==> src/source/core_config.svh <==
`ifndef CORE_CONFIG_SVH
`define CORE_CONFIG_SVH

// data path and pc width
`define CORE_XLEN 32

// architectural register file
`define CORE_REG_COUNT 32
`define CORE_REG_ADDR_W 5

// debug port write enable, one bit per byte lane
`define CORE_WEN_W 4

`endif

==> src/source/core_pkg.sv <==
`include "core_config.svh"

package core_pkg;

    typedef logic [`CORE_XLEN-1:0] word_t;        // data or pc value
    typedef logic [31:0] instr_t;                 // raw instruction word
    typedef logic [`CORE_REG_ADDR_W-1:0] regAddr_t;
    typedef logic [3:0] aluOp_t;

    // alu operation codes
    localparam aluOp_t ALU_ADD = 4'd0;
    localparam aluOp_t ALU_SUB = 4'd1;
    localparam aluOp_t ALU_AND = 4'd2;
    localparam aluOp_t ALU_OR  = 4'd3;
    localparam aluOp_t ALU_XOR = 4'd4;
    localparam aluOp_t ALU_SLT = 4'd5;
    localparam aluOp_t ALU_LUI = 4'd6;            // passes operand b through

    // primary opcodes, instr[31:26]
    localparam logic [5:0] OP_RTYPE = 6'h00;
    localparam logic [5:0] OP_ADDIU = 6'h09;
    localparam logic [5:0] OP_ORI   = 6'h0d;
    localparam logic [5:0] OP_LUI   = 6'h0f;

    // r-type funct field, instr[5:0]
    localparam logic [5:0] FN_ADDU = 6'h21;
    localparam logic [5:0] FN_SUBU = 6'h23;
    localparam logic [5:0] FN_AND  = 6'h24;
    localparam logic [5:0] FN_OR   = 6'h25;
    localparam logic [5:0] FN_XOR  = 6'h26;
    localparam logic [5:0] FN_SLT  = 6'h2a;

endpackage

==> src/source/decodeStage.sv <==
module decodeStage (
    input  logic               clk,
    input  logic               rst_i,
    input  logic               stall_i,
    input  logic               instrValid_i,
    input  core_pkg::instr_t   instr_i,
    input  core_pkg::word_t    pc_i,
    input  logic               wbWe_i,
    input  core_pkg::regAddr_t wbAddr_i,
    input  core_pkg::word_t    wbData_i,
    input  logic               exFwdValid_i,
    input  core_pkg::regAddr_t exFwdAddr_i,
    input  core_pkg::word_t    exFwdData_i,
    input  logic               rsFwdValid_i,
    input  core_pkg::regAddr_t rsFwdAddr_i,
    input  core_pkg::word_t    rsFwdData_i,
    output logic               valid_o,
    output core_pkg::word_t    pc_o,
    output core_pkg::aluOp_t   aluOp_o,
    output core_pkg::word_t    opA_o,
    output core_pkg::word_t    opB_o,
    output logic               regWrite_o,
    output core_pkg::regAddr_t dest_o
);
    import core_pkg::*;

    instr_t   instrQ;
    logic     validQ;
    logic [5:0] opcode;
    logic [5:0] funct;
    regAddr_t rsAddr;
    regAddr_t rtAddr;
    word_t    rfDataA;
    word_t    rfDataB;
    word_t    imm;
    logic     useImm;
    logic     known;             // opcode in the supported subset
    logic     exHitA, exHitB;
    logic     rsHitA, rsHitB;
    word_t    rtValue;

    always_ff @(posedge clk) begin
        if (rst_i) begin
            validQ <= 1'b0;
        end else if (!stall_i) begin
            validQ <= instrValid_i;
        end
    end

    always_ff @(posedge clk) begin
        if (!stall_i) begin
            instrQ <= instr_i;
            pc_o   <= pc_i;
        end
    end

    assign opcode = instrQ[31:26];
    assign funct  = instrQ[5:0];
    assign rsAddr = instrQ[25:21];
    assign rtAddr = instrQ[20:16];

    always_comb begin
        aluOp_o = ALU_ADD;
        dest_o  = instrQ[15:11];                          // rd for r-type
        imm     = {{16{instrQ[15]}}, instrQ[15:0]};
        useImm  = 1'b0;
        known   = 1'b0;
        case (opcode)
            OP_RTYPE: begin
                known = 1'b1;
                case (funct)
                    FN_ADDU: aluOp_o = ALU_ADD;
                    FN_SUBU: aluOp_o = ALU_SUB;
                    FN_AND:  aluOp_o = ALU_AND;
                    FN_OR:   aluOp_o = ALU_OR;
                    FN_XOR:  aluOp_o = ALU_XOR;
                    FN_SLT:  aluOp_o = ALU_SLT;
                    default: known = 1'b0;
                endcase
            end
            OP_ADDIU: begin
                known  = 1'b1;
                useImm = 1'b1;
                dest_o = rtAddr;
            end
            OP_ORI: begin
                known   = 1'b1;
                useImm  = 1'b1;
                aluOp_o = ALU_OR;
                dest_o  = rtAddr;
                imm     = {16'b0, instrQ[15:0]};        // zero extended
            end
            OP_LUI: begin
                known   = 1'b1;
                useImm  = 1'b1;
                aluOp_o = ALU_LUI;
                dest_o  = rtAddr;
                imm     = {instrQ[15:0], 16'b0};
            end
            default: known = 1'b0;
        endcase
    end

    assign valid_o    = validQ;
    assign regWrite_o = validQ & known & (dest_o != '0);

    registerFile u_registerFile (
        .clk(clk), .rst_i(rst_i),
        .we_i(wbWe_i), .wAddr_i(wbAddr_i), .wData_i(wbData_i),
        .rAddrA_i(rsAddr), .rAddrB_i(rtAddr),
        .rDataA_o(rfDataA), .rDataB_o(rfDataB)
    );

    // execute beats result, $0 never forwards
    assign exHitA = exFwdValid_i && (exFwdAddr_i == rsAddr) && (rsAddr != '0);
    assign exHitB = exFwdValid_i && (exFwdAddr_i == rtAddr) && (rtAddr != '0);
    assign rsHitA = rsFwdValid_i && (rsFwdAddr_i == rsAddr) && (rsAddr != '0);
    assign rsHitB = rsFwdValid_i && (rsFwdAddr_i == rtAddr) && (rtAddr != '0);

    assign opA_o   = exHitA ? exFwdData_i : (rsHitA ? rsFwdData_i : rfDataA);
    assign rtValue = exHitB ? exFwdData_i : (rsHitB ? rsFwdData_i : rfDataB);
    assign opB_o   = useImm ? imm : rtValue;

endmodule

==> src/source/executeStage.sv <==
module executeStage (
    input  logic               clk,
    input  logic               rst_i,
    input  logic               stall_i,
    input  logic               valid_i,
    input  core_pkg::word_t    pc_i,
    input  core_pkg::aluOp_t   aluOp_i,
    input  core_pkg::word_t    opA_i,
    input  core_pkg::word_t    opB_i,
    input  logic               regWrite_i,
    input  core_pkg::regAddr_t dest_i,
    output logic               valid_o,
    output core_pkg::word_t    pc_o,
    output logic               regWrite_o,
    output core_pkg::regAddr_t dest_o,
    output core_pkg::word_t    aluResult_o
);
    import core_pkg::*;

    aluOp_t aluOpQ;
    word_t  opAQ;
    word_t  opBQ;

    always_ff @(posedge clk) begin
        if (rst_i) begin
            valid_o    <= 1'b0;
            regWrite_o <= 1'b0;
        end else if (!stall_i) begin
            valid_o    <= valid_i;
            regWrite_o <= regWrite_i;
        end
    end

    always_ff @(posedge clk) begin
        if (!stall_i) begin
            pc_o   <= pc_i;
            aluOpQ <= aluOp_i;
            opAQ   <= opA_i;
            opBQ   <= opB_i;
            dest_o <= dest_i;
        end
    end

    // also feeds the execute forward path into decode
    always_comb begin
        case (aluOpQ)
            ALU_ADD: aluResult_o = opAQ + opBQ;
            ALU_SUB: aluResult_o = opAQ - opBQ;
            ALU_AND: aluResult_o = opAQ & opBQ;
            ALU_OR:  aluResult_o = opAQ | opBQ;
            ALU_XOR: aluResult_o = opAQ ^ opBQ;
            ALU_SLT: aluResult_o = word_t'($signed(opAQ) < $signed(opBQ));
            ALU_LUI: aluResult_o = opBQ;                  // immediate already shifted
            default: aluResult_o = '0;
        endcase
    end

endmodule

==> src/source/miniCore.sv <==
`include "core_config.svh"

module miniCore (
    input  logic                   clk,
    input  logic                   rst_i,
    input  logic                   stall_i,
    input  logic                   instrValid_i,
    input  core_pkg::instr_t       instr_i,
    input  core_pkg::word_t        pc_i,
    output core_pkg::word_t        debugWbPc_o,
    output logic [`CORE_WEN_W-1:0] debugWbRfWen_o,
    output core_pkg::regAddr_t     debugWbRfWnum_o,
    output core_pkg::word_t        debugWbRfWdata_o
);
    import core_pkg::*;

    // decode to execute
    logic     decValid, decRegWrite;
    word_t    decPc, decOpA, decOpB;
    aluOp_t   decAluOp;
    regAddr_t decDest;
    // execute to result, and the execute forward path
    logic     exValid, exRegWrite;
    word_t    exPc, exResult;
    regAddr_t exDest;
    // write-back, doubles as the result forward path
    logic     wbWe, rsFwdValid;
    regAddr_t wbAddr;
    word_t    wbData;

    decodeStage u_decode (
        .clk(clk), .rst_i(rst_i), .stall_i(stall_i),
        .instrValid_i(instrValid_i), .instr_i(instr_i), .pc_i(pc_i),
        .wbWe_i(wbWe), .wbAddr_i(wbAddr), .wbData_i(wbData),
        .exFwdValid_i(exRegWrite), .exFwdAddr_i(exDest), .exFwdData_i(exResult),
        .rsFwdValid_i(rsFwdValid), .rsFwdAddr_i(wbAddr), .rsFwdData_i(wbData),
        .valid_o(decValid), .pc_o(decPc), .aluOp_o(decAluOp), .opA_o(decOpA),
        .opB_o(decOpB), .regWrite_o(decRegWrite), .dest_o(decDest)
    );

    executeStage u_execute (
        .clk(clk), .rst_i(rst_i), .stall_i(stall_i),
        .valid_i(decValid), .pc_i(decPc), .aluOp_i(decAluOp), .opA_i(decOpA),
        .opB_i(decOpB), .regWrite_i(decRegWrite), .dest_i(decDest),
        .valid_o(exValid), .pc_o(exPc), .regWrite_o(exRegWrite), .dest_o(exDest),
        .aluResult_o(exResult)
    );

    resultStage u_result (
        .clk(clk), .rst_i(rst_i), .stall_i(stall_i),
        .valid_i(exValid), .pc_i(exPc), .regWrite_i(exRegWrite), .dest_i(exDest),
        .result_i(exResult),
        .wbWe_o(wbWe), .wbAddr_o(wbAddr), .wbData_o(wbData), .fwdValid_o(rsFwdValid),
        .debugWbPc_o(debugWbPc_o), .debugWbRfWen_o(debugWbRfWen_o),
        .debugWbRfWnum_o(debugWbRfWnum_o), .debugWbRfWdata_o(debugWbRfWdata_o)
    );

endmodule

==> src/source/registerFile.sv <==
`include "core_config.svh"

module registerFile (
    input  logic              clk,
    input  logic              rst_i,
    input  logic              we_i,
    input  core_pkg::regAddr_t wAddr_i,
    input  core_pkg::word_t   wData_i,
    input  core_pkg::regAddr_t rAddrA_i,
    input  core_pkg::regAddr_t rAddrB_i,
    output core_pkg::word_t   rDataA_o,
    output core_pkg::word_t   rDataB_o
);
    import core_pkg::*;

    word_t regs [`CORE_REG_COUNT];

    // write at the edge, $0 is never written
    always_ff @(posedge clk) begin
        if (rst_i) begin
            for (int i = 0; i < `CORE_REG_COUNT; i++) begin
                regs[i] <= '0;
            end
        end else if (we_i && (wAddr_i != '0)) begin
            regs[wAddr_i] <= wData_i;
        end
    end

    // asynchronous read, no write-through
    // a same-cycle write reaches decode over the result forward path
    assign rDataA_o = (rAddrA_i == '0) ? '0 : regs[rAddrA_i];
    assign rDataB_o = (rAddrB_i == '0) ? '0 : regs[rAddrB_i];

endmodule

==> src/source/resultStage.sv <==
`include "core_config.svh"

module resultStage (
    input  logic                     clk,
    input  logic                     rst_i,
    input  logic                     stall_i,
    input  logic                     valid_i,
    input  core_pkg::word_t          pc_i,
    input  logic                     regWrite_i,
    input  core_pkg::regAddr_t       dest_i,
    input  core_pkg::word_t          result_i,
    output logic                     wbWe_o,
    output core_pkg::regAddr_t       wbAddr_o,
    output core_pkg::word_t          wbData_o,
    output logic                     fwdValid_o,
    output core_pkg::word_t          debugWbPc_o,
    output logic [`CORE_WEN_W-1:0]   debugWbRfWen_o,
    output core_pkg::regAddr_t       debugWbRfWnum_o,
    output core_pkg::word_t          debugWbRfWdata_o
);
    import core_pkg::*;

    logic  validQ;
    logic  regWriteQ;
    word_t pcQ;

    always_ff @(posedge clk) begin
        if (rst_i) begin
            validQ    <= 1'b0;
            regWriteQ <= 1'b0;
        end else if (!stall_i) begin
            validQ    <= valid_i;
            regWriteQ <= regWrite_i;
        end
    end

    always_ff @(posedge clk) begin
        if (!stall_i) begin
            pcQ      <= pc_i;
            wbAddr_o <= dest_i;
            wbData_o <= result_i;
        end
    end

    assign fwdValid_o = validQ & regWriteQ;               // forwards even while stalled
    assign wbWe_o     = fwdValid_o & ~stall_i;

    assign debugWbPc_o      = pcQ;
    assign debugWbRfWen_o   = {`CORE_WEN_W{wbWe_o}};
    assign debugWbRfWnum_o  = wbAddr_o;
    assign debugWbRfWdata_o = wbData_o;

endmodule

==> config.mk <==
export PLATFORM = sky130hd
export DESIGN_NAME = miniCore
export DESIGN_NICKNAME = d
export VERILOG_FILES = /design/src/source/core_pkg.sv /design/src/source/decodeStage.sv /design/src/source/executeStage.sv /design/src/source/miniCore.sv /design/src/source/registerFile.sv /design/src/source/resultStage.sv
export VERILOG_INCLUDE_DIRS = /design/src /design/src/source
export SDC_FILE = /design/constraint.sdc
export NUM_CORES = 2
export LEC_CHECK = 0
export BUFFER_PORTS_ARGS = -buffer_cell sky130_fd_sc_hd__buf_2
export CELL_PAD_IN_SITES_DETAIL_PLACEMENT = 0
export CELL_PAD_IN_SITES_GLOBAL_PLACEMENT = 1
export CORE_MARGIN = 1.5
export CORE_UTILIZATION = 50
export CTS_BUF_LIST = sky130_fd_sc_hd__clkbuf_4 sky130_fd_sc_hd__clkbuf_8
export CTS_CLUSTER_DIAMETER = 120
export DETAILED_ROUTE_END_ITERATION = 8
export PLACE_DENSITY = 0.8
export SLEW_MARGIN = 20
export SYNTH_ARGS = -nofsm -noshare
export SYNTH_HDL_FRONTEND = slang
export SYNTH_SLANG_ARGS = --single-unit
==> constraint.sdc <==
create_clock -name clk -period 13 [get_ports clk]
set_clock_uncertainty 0.05 [all_clocks]
set_input_delay 1.3 -clock clk [delete_from_list [all_inputs] [get_ports clk]]
set_output_delay 1.3 -clock clk [all_outputs]
set_load 0.1 [all_outputs]
==> results by group <==
Setup path
  – Register-to-Register Setup Slack: 7.86 ns
  – Critical Path RT: 13.59 ns
  – Crit path capture: u_execute.opBQ[27]
  – R2r endpoint: u_execute.opBQ[27]
  – Crit Path Class: reg -> reg
  – Critical path data arrival time: 5.73 ns
  – Critical Path Max Stage Delay: 0.83 ns
  – Crit Path Max Fanout: 40
  – Critical-path top delay cell: dfxtp_4
  – Setup crit end kind: register
  – Critical Path, Cell by Cell: buf_4, buf_4, mux4_2, mux4_2, o211ai_1, nor2_1, a21oi_1, o21ai_0, a31oi_1, o31ai_1
  – Crit start category: register
  – R2r worst-path depth: 10

Pwr
  – Int Power: 7.47 mW
  – Sw Pwr: 3.48 mW
  – Sequential share of power: 0.456
  – Switching Fraction: 0.318
  – Clk pwr share: 0.329
  – Gate power share: 0.216
  – Maximum vdd drop: 0.113 mV
  – Power density over the cells: 144 mW/mm²
  – Pleak: 27.6 nW

CTS
  – Post-CTS Resized: 0
  – Clock root buffer: clkbuf_8
  – CTS clk-pin slew, worst paths: 0.06 ns
  – CTS tree: done
  – Worst-skew pair later-pin latency: 0.95 ns
  – Total CTS buffers: 211
  – Number of H-tree levels: 4
  – CTS sink count: 1276
  – Post-CTS Setup Inserts: 0
  – Max Buffers Root-to-Sink: 3
  – Hold Buf Count CTS: 0

STA
  – Setup violators final: 0
  – Slew Limit Fails: 0
  – Fin crit share: 0.396
  – FMAX: 0.194 GHz
  – Setup TNS: 0 ns
  – Slew headroom: 0.114
  – Fin. Hold Viols: 0
  – RSZ-0062 raised after global routing: no
  – Fin crit period: 5.14 ns
  – Worst-Margin Slew: 1.33 ns

Floorplanning
  – Die W: 375 µm
  – Ports: 141
  – Row count: 136
  – Initial Util: 0.504
  – Die area: 0.141 mm²
  – Die Height: 375 µm
  – Core area: 0.137 mm²

Yosys
  – Cell Area, Synth: 0.0694 mm²
  – Synth Instances: 4650
  – Sequential fraction of the synthesis area: 0.550
  – Area contributors post-synth: edfxtp_1, mux4_2, and2_1
  – Ys Warns: 0
  – EDFF count, synth: 1261
  – Asr flop ratio synth: 0
  – Top-area cell type share of the netlist area: 0.546
  – Prevailing post-synth register cell: edfxtp_1
  – Cell taking the most area after synthesis: edfxtp_1
  – Netlist cell types: 95
  – Synth Register Bits: 1276
  – Avg Cell Area, Syn: 14.9 µm²

Final layout
  – Share of cells above drive strength 1: 0.285
  – Final Non-Filler Cells: 6704
  – Syn-to-layout area delta: 10.0%
  – Filler cells: 10907
  – Design area: 0.0763 mm²
  – Final #Nets: 4899
  – Layout Utilization: 0.555

Global routing
  – Pin count of the biggest net entering global routing: 144
  – First-pass GRT wire length: 329000 µm
  – Number of global-route vias before repair: 44247
  – Total global-route track usage: 0.332
  – Grt total ovfl: 0
  – Initial antenna violation count: 18

Placement
  – DP Wirelength: 144000 µm
  – IO Port Bufs: 140
  – GPL Wtd Cong: 0.914
  – Placed Area: 0.0720 mm²
  – Inst Count DP: 6300

Drt
  – WL final: 234000 µm
  – 1st-pass router iterations: 6
  – Via/cell ratio: 6.78
  – Wire per inst: 34.9 µm
  – Residual DRC: 0
  – Final antenna-violating net count: 0
  – Vias: 45445
  – DRT iter0 DRCs: 7101

Hold path
  – Worst hold path type: reg -> reg

Flow run
  – Max cap viols: 0

Run status
  – Status: completed
## registers in the layout, summed over array words and instances (netlist names), 3 cells and up, named ones only
signal,count
u_decode.pc_o,32
u_execute.pc_o,32
u_result.debugWbPc_o,32
u_execute.opAQ,32
u_result.debugWbRfWdata_o,32
u_result.debugWbRfWnum_o,5
u_execute.opBQ,32
u_execute.dest_o,5
u_decode.instrQ,32
u_execute.aluOpQ,3
u_decode.u_registerFile.regs,1024
## layout make-up
| class | count | area, µm² | area share |
|---|---|---|---|
| multi-input combinational | 2840 | 29400 | 0.385 |
| antenna | 11 | 27.5 | 0.000361 |
| clock buffer | 263 | 3310 | 0.0433 |
| timing repair buffer | 273 | 1830 | 0.0240 |
| sequential | 1276 | 38200 | 0.501 |
| tap | 1794 | 2240 | 0.0294 |
| inverter | 123 | 469 | 0.00615 |
| clock inverter | 124 | 857 | 0.0112 |
## worst max-delay path: cells and delay by family, from the launching register on
family / cells / cell delay, ns
buffers and inverters: 2 / 1.52
AOI/OAI and AO/OA: 5 / 1.09
DFF: 1 / 0.83
and+or+nand+nor: 1 / 0.10
muxes: 2 / 1.05
## how the worst min path moves through the flow
stage | start | endpoint | slack (ns) | cells past startpoint
after CTS | u_execute.pc_o[3] | u_result.debugWbPc_o[3] | 0.37 | 0
after global placement | u_execute.pc_o[29] | u_result.debugWbPc_o[29] | 0.35 | 0
after floorplan | u_decode.pc_o[0] | u_execute.pc_o[0] | 0.35 | 0
after global routing | u_execute.pc_o[21] | u_result.debugWbPc_o[21] | 0.37 | 0
final | u_execute.pc_o[18] | u_result.debugWbPc_o[18] | 0.36 | 0
after detailed placement | u_decode.pc_o[20] | u_execute.pc_o[20] | 0.35 | 0
## metal layers
metal  up-vias  wire [µm]  track usage
li1      18096          -            -
met1     23411      85600        0.443
met2      3352     106000        0.500
met3       574      32300        0.110
met4        12       9780        0.138
met5         -        213      0.00858
## metrics by stage
stage,total power [mW],hold slack (ns),setup WS [ns]
after floorplan,6.55,0.350,5.98
after global placement,7.32,0.350,7.53
after detailed placement,7.35,0.355,7.95
after CTS,10.9,0.365,7.96
after global routing,11.2,0.371,7.61
final,11.0,0.361,7.86
## placed cells by master (no fill, tap or decap), types with 16 or more instances in the layout
cell type  netlist  routed
o31ai_1         18      18
mux2i_1         79      79
ha_1           104     104
nand2_1        121     121
mux4_2         636     636
a221oi_1        34      34
nor3_1          26      25
buf_4            8     122
clkinv_2         0      36
clkbuf_8         0     213
conb_1           1      32
mux2_2          46      46
nor2_4           0      32
o211ai_1        16      16
edfxtp_1      1261    1261
buf_2           68     139
o221ai_1        28      28
clkbuf_4         0      51
o22ai_1         28      28
nand3_1         16      16
a21oi_1        142     142
or2_2           39      27
o21ai_0         54      53
inv_1          122     121
and2_1         997     997
xnor2_1         23      23
a31oi_1         18      18
nor2_1         140     106
clkinv_1         1      67
## power by group through the flow
stage / registers, mW / clock network (mW) / logic (mW)
3_3_place_gp: 5.06 / 0 / 2.26
6_report: 4.99 / 3.60 / 2.36
4_1_cts: 4.98 / 3.62 / 2.29
2_1_floorplan: 5.13 / 0 / 1.41
3_5_place_dp: 5.07 / 0 / 2.28
5_1_grt: 5.00 / 3.78 / 2.46
## synth_stat cells, types with 23 or more instances
master,instances
nor2_1,140
and2_1,997
a21oi_1,142
xnor2_1,23
mux2_2,46
mux4_2,636
ha_1,104
inv_1,122
a221oi_1,34
o221ai_1,28
nand2_1,121
edfxtp_1,1261
buf_2,68
buf_1,27
nor3_1,26
o21ai_0,54
mux2i_1,79
o22ai_1,28
clkbuf_1,338
or2_2,39
## cells by family after synthesis
logic type               count (synthesis)  share of synthesized area
adder cells (fa/ha/maj)                106                     0.0193
multiplexers                           762                      0.226
XOR/XNOR                                29                    0.00366
other                                    1                  0.0000541
buffers and inverters                  565                     0.0323
AND/OR/NAND/NOR                       1438                      0.121
AO/OA/AOI/OAI                          473                     0.0481
flip-flops                            1276                      0.550
(Power assumes the default switching activity.)
